`config.mk`:
```
export PLATFORM = sky130hd
export DESIGN_NAME = ahb_sram_port
export DESIGN_NICKNAME = d
export VERILOG_FILES = /design/src/rtl/ahb_pkg.sv /design/src/rtl/sram_pkg.sv /design/src/rtl/ahb_sram_port.sv
export SDC_FILE = /design/constraint.sdc
export NUM_CORES = 1
export LEC_CHECK = 0
export BUFFER_PORTS_ARGS = -buffer_cell sky130_fd_sc_hd__buf_2
export CORE_AREA = 2 2 75 77
export CTS_CLUSTER_SIZE = 25
export DETAILED_ROUTE_END_ITERATION = 12
export DIE_AREA = 0 0 77 79
export GPL_TIMING_DRIVEN = 0
export MAX_ROUTING_LAYER = met4
export PLACE_DENSITY = 0.7
export REMOVE_ABC_BUFFERS = 1
export SLEW_MARGIN = 20
export SYNTH_ARGS = -nofsm -noshare
export SYNTH_HDL_FRONTEND = slang
export SYNTH_SLANG_ARGS = --single-unit
```
`constraint.sdc`:
```
create_clock -name HCLK -period 2.1 [get_ports HCLK]
set_input_delay 0.315 -clock HCLK [delete_from_list [all_inputs] [get_ports HCLK]]
set_output_delay 0.315 -clock HCLK [all_outputs]
set_load 0.05 [all_outputs]
```
`src/rtl/ahb_pkg.sv`:
```
/*
  AHB-Lite bus types shared by every slave port
  Fixed 32-bit address and 32-bit data bus
  Only single transfers of byte, halfword or word size are served;
  larger HSIZE codes fit the type but the slave does not support them
  HBURST, HPROT and HMASTLOCK are not carried in the request struct
  HRESP is only ever driven OKAY by the slave
*/

package ahb_pkg;

  ////////////////////////////////////////////////////////////
  // Bus widths
  ////////////////////////////////////////////////////////////

  localparam int HADDR_W = 32;
  localparam int HDATA_W = 32;

  // Byte address on the bus
  typedef logic [HADDR_W-1:0] haddr_t;
  // One data word, read or write
  typedef logic [HDATA_W-1:0] hdata_t;

  ////////////////////////////////////////////////////////////
  // Encodings
  ////////////////////////////////////////////////////////////

  // Transfer type, as on HTRANS
  typedef enum logic [1:0] {
    HTRANS_IDLE   = 2'b00,
    HTRANS_BUSY   = 2'b01,
    HTRANS_NONSEQ = 2'b10,
    HTRANS_SEQ    = 2'b11
  } htrans_t;

  // Transfer size, as on HSIZE
  // Codes 3'b011 and up are legal bus values but not served
  typedef enum logic [2:0] {
    HSIZE_BYTE  = 3'b000,
    HSIZE_HWORD = 3'b001,
    HSIZE_WORD  = 3'b010
  } hsize_t;

  // Slave response
  typedef enum logic {
    HRESP_OKAY  = 1'b0,
    HRESP_ERROR = 1'b1
  } hresp_t;

  ////////////////////////////////////////////////////////////
  // Per-port bundles
  ////////////////////////////////////////////////////////////

  // Address-phase signals from one master
  typedef struct packed {
    logic    hsel;
    haddr_t  haddr;
    logic    hwrite;
    hsize_t  hsize;
    htrans_t htrans;
    logic    hready;   // bus-level HREADY seen by the slave
  } ahb_req_t;

  // Response of one slave port
  typedef struct packed {
    hdata_t hrdata;
    logic   hreadyout;
    hresp_t hresp;
  } ahb_rsp_t;

endpackage

```
`src/rtl/sram_pkg.sv`:
```
/*
  Storage-side constants and types for the SRAM banks
  A bank word is four byte lanes wide and matches the AHB data bus
  The word index width depends on MEM_DEPTH and is derived per module
*/

package sram_pkg;

  ////////////////////////////////////////////////////////////
  // Word layout
  ////////////////////////////////////////////////////////////

  // Bits per byte lane
  localparam int LANE_W = 8;

  // Byte lanes per word
  localparam int BYTE_LANES = 4;

  // Address bits below the word index
  localparam int WORD_LSB = $clog2(BYTE_LANES);

  // One write enable per byte lane, lane 0 is the LSB
  typedef logic [BYTE_LANES-1:0] byte_en_t;

endpackage

```
`src/rtl/ahb_sram_port.sv`:
```
/*
  AHB-Lite slave front end for one private SRAM bank
  Serves single NONSEQ/SEQ transfers of byte, halfword and word size;
  sizes above a word are treated as full-word accesses
  Writes land one edge after the address phase, when HWDATA is valid
  A read right after a partial write to the same word costs one wait state
  Address bits above the bank size are ignored, so the bank aliases
  HRESP is always OKAY
*/

`timescale 1ns/1ps

module ahb_sram_port
  import ahb_pkg::*;
  import sram_pkg::*;
#(
  parameter int  MEM_DEPTH = 256,
  localparam int ADDR_W    = $clog2(MEM_DEPTH)
) (
  input  logic              HCLK,
  input  logic              HRESETn,

  // AHB-Lite side
  input  ahb_req_t          req,
  input  hdata_t            hwdata,
  output ahb_rsp_t          rsp,

  // Bank side
  output logic [ADDR_W-1:0] waddr,
  output logic              we,
  output byte_en_t          be,
  output hdata_t            din,
  output logic [ADDR_W-1:0] raddr,
  output logic              fwd,
  input  hdata_t            dout
);

  ////////////////////////////////////////////////////////////
  // Byte enables
  ////////////////////////////////////////////////////////////

  // Lane mask for the size, moved up to the addressed lane
  function automatic byte_en_t gen_be(input hsize_t size,
                                      input logic [WORD_LSB-1:0] offs);
    byte_en_t lanes;
    case (size)
      HSIZE_BYTE:  lanes = 4'b0001;
      HSIZE_HWORD: lanes = 4'b0011;
      HSIZE_WORD:  lanes = 4'b1111;
      // Wider sizes are not served, take the whole word
      default:     lanes = 4'b1111;
    endcase
    return lanes << offs;
  endfunction

  ////////////////////////////////////////////////////////////
  // Address phase decode
  ////////////////////////////////////////////////////////////

  logic              accept;
  logic              wr_accept;
  logic              rd_accept;
  logic [ADDR_W-1:0] word_idx;

  // Pending write, one cycle behind its address phase
  logic              we_q;
  logic [ADDR_W-1:0] waddr_q;
  byte_en_t          be_q;

  // Contention and response state
  logic              contention;
  logic              full_wr;
  logic              ready_d;
  logic              ready_q;

  // Only active transfers on a ready bus count
  assign accept = req.hsel && req.hready &&
                  (req.htrans == HTRANS_NONSEQ || req.htrans == HTRANS_SEQ);

  assign wr_accept = accept && req.hwrite;
  assign rd_accept = accept && !req.hwrite;

  // Word index inside the bank
  assign word_idx = req.haddr[WORD_LSB +: ADDR_W];

  // Write strobe, cleared on every edge without a write
  always_ff @(posedge HCLK or negedge HRESETn) begin
    if (!HRESETn) begin
      we_q <= 1'b0;
    end else begin
      we_q <= wr_accept;
    end
  end

  // Write target and lanes, held until the next write
  always_ff @(posedge HCLK) begin
    if (wr_accept) begin
      waddr_q <= word_idx;
      be_q    <= gen_be(req.hsize, req.haddr[WORD_LSB-1:0]);
    end
  end

  ////////////////////////////////////////////////////////////
  // Read-after-write contention
  ////////////////////////////////////////////////////////////

  // New read hits the word that lands on this same edge
  assign contention = we_q && rd_accept && (waddr_q == word_idx);

  // All four lanes written
  assign full_wr = &be_q;

  // Full word: bank hands back the written data
  assign fwd = contention && full_wr;

  // Partial word: stall once, bank re-reads after the write
  assign ready_d = !(contention && !full_wr);

  always_ff @(posedge HCLK or negedge HRESETn) begin
    if (!HRESETn) begin
      ready_q <= 1'b1;
    end else begin
      ready_q <= ready_d;
    end
  end

  ////////////////////////////////////////////////////////////
  // Outputs
  ////////////////////////////////////////////////////////////

  assign waddr = waddr_q;
  assign we    = we_q;
  assign be    = be_q;

  // Data phase of the pending write
  assign din   = hwdata;

  // Live address, bank samples it on the accepting edge
  assign raddr = word_idx;

  assign rsp = '{
    hrdata:    dout,
    hreadyout: ready_q,
    hresp:     HRESP_OKAY
  };

endmodule

```
Word-level counts from Yosys, hierarchy flattened
Cells that the tools add are included.
Operators by class
  $add $sub $neg: 0
  multiply operators: 0
  divide/modulo/power cells: 0
  order comparisons: 0
  eq/ne operators: 4
  shifts and indexed selects: 1
  muxes and demuxes: 2
  bitwise operators: 0
  reduce and logical (&&, ||, !) cells: 14
Operators with widths (count)
  $eq A8 B8 Y1: 1
  $logic_and A1 B1 Y1: 8
  $pmux W4 S2: 1
  $eq A2 B2 Y1 const B: 2
  $mux W4: 1
  $reduce_and A4 Y1: 1
  $shl A4 B2 Y4: 1
  $eq A3 B1 Y1 const B: 1
  $logic_not A1 Y1: 3
  $logic_not A3 Y1: 1
  $logic_or A1 B1 Y1: 1
Storage, ports and cells
  register bits after elaboration: 14
  bits in latches: 0
  memory bits (writable): 0
  bits in read-only memories: 0
  input port bits: 106
  memories: 0

Depth between registers and ports, before layout
Gate-level depths: netlist of run 1.
  word-level depth: 8
  gate-level depth with buffers: 3
  mapped depth without buffers: 3

Worst setup path before layout of run 1
Ideal clock, no wire load.
  path type: reg2out
  start: reg waddr_q[3], in the netlist waddr[3]
  end: out fwd
  arrival time: 2.500 ns
  required time: 1.785 ns
  setup slack: -0.715 ns
  stages on the path, launching flop included: 4
  path buffers: 0
  path through: edfxtp_1 > xnor2_1 > nand4_1 > nor4_1
On the way
  longest elaborated chain between the ends: 3
Ends and longest elaborated chain
  start: declaration: line ahb_sram_port.sv:67  | logic [ADDR_W-1:0] waddr_q;
  start signal: assignment: line ahb_sram_port.sv:98  | waddr_q <= word_idx;
  $eq A8 B8 Y1: line ahb_sram_port.sv:108  | assign contention = we_q && rd_accept && (waddr_q == word_idx);
  $logic_and A1 B1 Y1: line ahb_sram_port.sv:108
  $logic_and A1 B1 Y1: line ahb_sram_port.sv:114  | assign fwd = contention && full_wr;
  end: declaration: line ahb_sram_port.sv:34  | output logic fwd,
No other way between the ends.

Worst setup path in the final report of run 1
  start: reg waddr_q[1], in the netlist waddr[1]
  end: out fwd
Same word-level chain as after synthesis.

==> results of run 1 <==
## cells by family after synthesis
group	after synthesis	synth area share
buffers and inverters	74	0.488
AND/OR/NAND/NOR	13	0.0649
XOR/XNOR	8	0.0615
other	1	0.00329
AO/OA/AOI/OAI	4	0.0209
flip-flops	14	0.362
## what timing repair did
item                                   in CTS  in global routing
hold buffers                                1                  0
buffers inserted                            0                  0
endpoints found under the hold margin       1                  0
## worst paths after layout
kind                       startpoint  slack (ns)  depth (start not counted)       end
max                          waddr[1]        0.24                          4       fwd
min                           req[13]        0.28                          1  waddr[4]
max reg2reg                  waddr[1]        0.77                          3   ready_q
min reg2reg                  waddr[2]        0.67                          3   ready_q
max in group asynchronous     HRESETn        1.51                          2   ready_q
min in group asynchronous     HRESETn        0.40                          2        we
## critical path, stage by stage, from the launching register on
cell and delay (ns):
edfxtp_1 0.41, xnor2_1 0.16, nand4_1 0.15, nor4_1 0.26
buf_2 0.32
## final cells by class
class | count | area [sq um] | area share
flip-flops and latches | 14 | 412 | 0.441
repair buffers | 42 | 215 | 0.231
multi-input cells | 26 | 171 | 0.184
well taps | 72 | 90.1 | 0.0965
clock buffers | 4 | 45.0 | 0.0483
## power groups by stage
stage               Clock [mW]  Sequential [mW]  Combinational (mW)
floorplan                    0            0.348              0.0222
global placement             0            0.322               0.121
detailed placement           0            0.322               0.122
CTS                      0.237            0.316               0.123
global route             0.251            0.317               0.131
finish                   0.227            0.316               0.123
## layer usage
layer,track usage,up-vias,wire length (um)
li1,-,240,-
met4,0.0107,0,7
met3,0.349,4,2260
met1,0.116,268,1280
met5,-,-,0
met2,0.389,146,3550
## stage by stage
stage | utilization | TNS, ns | std cells
final | 0.175 | 0 | 158
after global routing | 0.175 | 0 | 158
after global placement | 0.165 | 0 | 153
after floorplan | - | -0.715 | 40
after detailed placement | 0.165 | 0 | 153
after CTS | 0.175 | 0 | 158
## state kept, by name, indices dropped and copies added (netlist names)
register  flops
waddr         8
be            4
ready_q       1
we            1
## cells in the final DEF, fill, tap and decap left out
cell,count
nor4_1,1
edfxtp_1,12
and3_1,1
clkbuf_1,1
nand4_1,3
a2111oi_0,1
or4b_1,1
clkbuf_8,3
dfstp_2,1
o21ai_0,1
and2_1,1
buf_2,41
and2b_1,1
dlygate4sd3_1,1
nor2_1,3
conb_1,1
a21oi_1,2
dfrtp_1,1
nand2_1,2
xnor2_1,8
==> summary.md, run 1 <==
| Metric | Value |
|---|---|
| Vias in the first global route | `between 600 and 700` |
| Post-synth top area share | `0.488` |
| Crit path capture type | `primary output` |
| Share of cells above drive strength 1 | `0.523` |
| Clk buf depth | `2` |
| CTS sink count | `14` |
| Final Cell Area | `around 930 sq um` |
| Detail Placement HPWL | `6600 um` |
| Initial antenna violation count | `0` |
| FP Rows | `27` |
| IO buf count | `41` |
| WL final | `7090 um` |
| Worst hold path type | `in2reg` |
| CP arrival | `1.55 ns` |
| Comb pwr share | `0.184` |
| Fmax | `around 540 MHz` |
| Internal power | `0.480 mW` |
| Area post-placement | `878 sq um` |
| Core box area | `roughly 5300 sq um` |
| Post-synth ARST share | `0.143` |
| Die ar. | `a little over 6000 sq um` |
| Post-synth top cells | `74 x buf_4, 12 x edfxtp_1, 8 x xnor2_1` |
| Clk pin slew, worst setup/hold paths | `~0.06 ns` |
| Post-cts resize count | `0` |
| N_diodes | `0` |
| Gr usage total | `0.230` |
| Sequential area share after synthesis | `0.362` |
| Crit path max fanout | `2` |
| DP Worst Slack | `0.467 ns` |
| Drt wl/cell | `about 45 um` |
| Clk pwr share | `0.341` |
| Top-Level Pins | `about 190` |
| Yosys top cell by area | `buf_4` |
| Tot Pwr | `0.666 mW` |
| Post-synthesis register bit count | `14` |
| Gpl congestion | `between 0.8 and 0.9` |
| Initial Utilization | `0.213` |
| Vias per cell | `4.16` |
| Mapped Area | `1140 sq um` |
| Die width | `77 um` |
| Drc violations | `0` |
| Post-DRT Antenna Nets | `0` |
| Root buffer cell | `clkbuf_8` |
| Post-synthesis cell count | `114` |
| Via count | `about 660` |
| Htree depth | `1` |
| Global route overflow | `0` |
| WS Path Type | `reg2out` |
| Drt first pass iters | `2` |
| Worst slew pin tran | `0.670 ns` |
| Fillcell total | `609` |
| Hold Slack | `0.283 ns` |
| RSZ-0062 raised after global routing | `false` |
| Fin. max-slew vios | `0` |
| Yosys warns | `0` |
| CP Launch Type | `register` |
| Final Critical Period | `1.86 ns` |
| Max cap viols | `0` |
| Setup Skew | `0.00653 ns` |
| Pleak | `0.377 nW` |
| Most frequent cell after synthesis | `buf_4` |
| Worst skew pair latency | `0.24 ns` |
| EDFF count, synth | `12` |
| Final setup vio count | `0` |
| Die extent in y | `79 um` |
| Synth unique cells | `17` |
| Syn avg cell area | `9.99 sq um` |
| CTS Buf Count | `3` |
| Sw Pwr | `0.186 mW` |
| Status | `finished clean` |
| Iter 0 DRT Violations | `24` |
| Final Hold Viols | `0` |
| Sw Ratio | `0.279` |
| Synth Flop Type | `edfxtp_1` |
| CTS tree | `yes` |
| Final Cycle Share | `0.888` |
| Sequential share of power | `0.475` |
| Power density over the cells | `713 nW/um^2` |
| Dominant cells by area after synthesis | `buf_4 49%, edfxtp_1 32%, xnor2_1 6.2%` |
| Peak supply drop | `170 uV` |
| Final Net Count | `about 190` |
| Area delta synth->final | `-18.0%` |
| Critical Path RT | `roughly 1.8 ns` |
| Final WS setup | `approximately 0.24 ns` |
| Slew margin rel. | `0.553` |
| Global-route wire length before repair | `8280 um` |
| Largest net degree at the start of global routing | `14` |
(Power assumes the default switching activity.)
==> run 2: changes to the inputs <==
--- a/config.mk
+++ b/config.mk
@@ -13,7 +13,6 @@
 export GPL_TIMING_DRIVEN = 0
 export MAX_ROUTING_LAYER = met4
 export PLACE_DENSITY = 0.7
-export REMOVE_ABC_BUFFERS = 1
 export SLEW_MARGIN = 20
 export SYNTH_ARGS = -nofsm -noshare
 export SYNTH_HDL_FRONTEND = slang
==> run 2 against run 1 <==
Via count up 64%. Global-route usage down 13 points. Largest cell class is now buffers. Cell area up 97%. Fmax down 0.44%. Flip-flop and latch count unchanged. First-iteration DRC count up 38%.
==> summary.md, run 2 (same netlist as run 1, synthesis figures left out) <==
| Metric | Value |
|---|---|
| Final Critical Period | `1.87 ns (+0.00820 ns)` |
| Crit path capture type | `primary output` |
| Internal power | `0.639 mW (+33%)` |
| Max cap viols | `0 (unchanged)` |
| Gpl congestion | `0.708 (-19%)` |
| R2R Setup Slk | `0.73 ns (-0.04 ns)` |
| Htree depth | `1 (unchanged)` |
| Vias per cell | `3.65 (-12%)` |
| Final Cycle Share | `0.892 (+0.00391)` |
| Clk buf depth | `2 (unchanged)` |
| Root buffer cell | `clkbuf_8` |
| N_diodes | `0 (unchanged)` |
| Peak supply drop | `226 uV (+33%)` |
| Largest net degree at the start of global routing | `14 (unchanged)` |
| Most frequent cells in the layout | `105 x buf_2, 74 x buf_4, 12 x edfxtp_1` |
| Critical R2R Capture | `ready_q` |
| Die width | `77 um (unchanged)` |
| IO buf count | `105 (+160%)` |
| Clk pwr share | `0.232 (-0.109)` |
| CTS sink count | `14 (unchanged)` |
| Die extent in y | `79 um (unchanged)` |
| Gr usage total | `0.0956 (-0.134)` |
| Initial antenna violation count | `0 (unchanged)` |
| Hold Startpoint | `req[13]` |
| Vias in the first global route | `1000 (+62%)` |
| Sw Ratio | `0.413 (+0.134)` |
| Final Hold Viols | `0 (unchanged)` |
| Setup Skew | `0.00154 ns (-0.00499 ns)` |
| Area post-placement | `1770 sq um (+100%)` |
| CTS tree | `yes` |
| Drt wl/cell | `10.5 um (-77%)` |
| Most common cell after layout, fill and taps aside | `buf_2` |
| Iter 0 DRT Violations | `33 (+38%)` |
| Drt first pass iters | `3 (+1)` |
| Final Net Count | `331 (+72%)` |
| CP Launch Type | `register` |
| Largest register FFs | `8 (unchanged)` |
| Comb pwr share | `0.478 (+0.294)` |
| Post-cts resize count | `0 (unchanged)` |
| Slew margin rel. | `0.598 (+0.0446)` |
| Worst slew pin tran | `0.603 ns (-0.0669 ns)` |
| Post-DRT Antenna Nets | `0 (unchanged)` |
| Status | `finished clean` |
| Core box area | `5340 sq um (unchanged)` |
| Drc violations | `0 (unchanged)` |
| Power density over the cells | `593 nW/um^2 (-17%)` |
| Peak per-stage delay on the critical path | `0.39 ns (-0.02 ns)` |
| Global route overflow | `0 (unchanged)` |
| Top-Level Pins | `194 (unchanged)` |
| Util after Layout | `0.344 (+0.169)` |
| Tot Pwr | `1.09 mW (+63%)` |
| WL final | `3100 um (-56%)` |
| Sequential share of power | `0.290 (-0.185)` |
| Die ar. | `6080 sq um (unchanged)` |
| Crit path max fanout | `2 (unchanged)` |
| Clk pin slew, worst setup/hold paths | `0.05 ns (about the same)` |
| WS Path Type | `reg2out` |
| Critical Path RT | `1.78 ns (about the same)` |
| Worst Hold Path Cells | `1 (unchanged)` |
| Final Cell Area | `1830 sq um (+97%)` |
| Syn nets | `220` |
| Min-Delay Endpoint | `waddr[4]` |
| Via count | `1081 (+64%)` |
| Fmax | `534 MHz (-0.44%)` |
| RSZ-0062 raised after global routing | `false` |
| Share of cells above drive strength 1 | `0.826 (+0.303)` |
| Fin. max-slew vios | `0 (unchanged)` |
| FP Rows | `27 (unchanged)` |
| Crit-path slowest cell | `edfxtp_1` |
| CP arrival | `1.56 ns (about the same)` |
| Hold Slack | `0.290 ns (+0.00641 ns)` |
| Setup TNS | `0 ns (unchanged)` |
| Global-route wire length before repair | `4490 um (-46%)` |
| Worst hold path type | `in2reg` |
| RR Startpoint | `waddr[5]` |
| Worst skew pair latency | `0.24 ns (about the same)` |
| Sw Pwr | `0.449 mW (+140%)` |
| Area delta synth->final | `61.1%` |
| CTS Buf Count | `3 (unchanged)` |
| Critical-path cell list | `xnor2_1, nand4_1, nor4_4, buf_2` |
| Pleak | `1.00 nW (+170%)` |
| Initial Utilization | `0.213 (unchanged)` |
| Detail Placement HPWL | `2840 um (-57%)` |
| Final setup vio count | `0 (unchanged)` |
| Path depth of the worst reg2reg path | `3 (unchanged)` |
[run 2: cell count changes in the layout (fill, tap and decap cells not counted), sizes merged]
cell,previous run,this run
buf,41,179
[run 2: area by class of cell]
type / instances / area, sq um
Fill cell: 575 / 3500
Sequential cell: 14 / 412
Buffer: 74 / 556
Multi-Input combinational cell: 26 / 186
Timing Repair Buffer: 106 / 536
Clock buffer: 4 / 55.1
Tap cell: 72 / 90.1
[run 2: metrics by stage]
stage	setup slack [ns]	cells
after detailed placement	0.389	291
final	0.227	296
after CTS	0.184	296
after global routing	0.116	296
after floorplan	0.110	114
after global placement	0.409	291
[run 2: per-layer routing]
metal	wire length (um)	global-route usage
met1	1060	0.0996
met2	1680	0.183
met3	340	0.0205
met4	19	0.0250
met5	0	-
[run 2: worst max-delay path: cells and delay by family (launching register included)]
kind,cells,cell delay [ns]
xor+xnor,1,0.16
buf+inv,1,0.30
flops,1,0.39
simple gates,2,0.47
[run 2: power groups by stage]
stage | Combinational [mW] | Clock (mW) | Sequential, mW
floorplan | 0.395 | 0 | 0.348
global placement | 0.517 | 0 | 0.321
detailed placement | 0.522 | 0 | 0.322
CTS | 0.524 | 0.264 | 0.316
global route | 0.541 | 0.281 | 0.317
finish | 0.520 | 0.253 | 0.316
[run 2: worst max path at each step]
stage	startpoint	endpoint	slack, ns	depth (start not counted)
floorplan	waddr[3]	fwd	0.11	3
global placement	req[12]	fwd	0.41	5
detailed placement	req[14]	fwd	0.39	5
CTS	waddr[5]	fwd	0.18	4
global route	waddr[7]	fwd	0.12	4
finish	waddr[5]	fwd	0.23	4
[run 2: what timing repair did]
action,CTS,global route
hold endpoints to repair,1,0
endpoints found under the setup margin,0,0
setup buffers,0,0
hold buffers,1,0
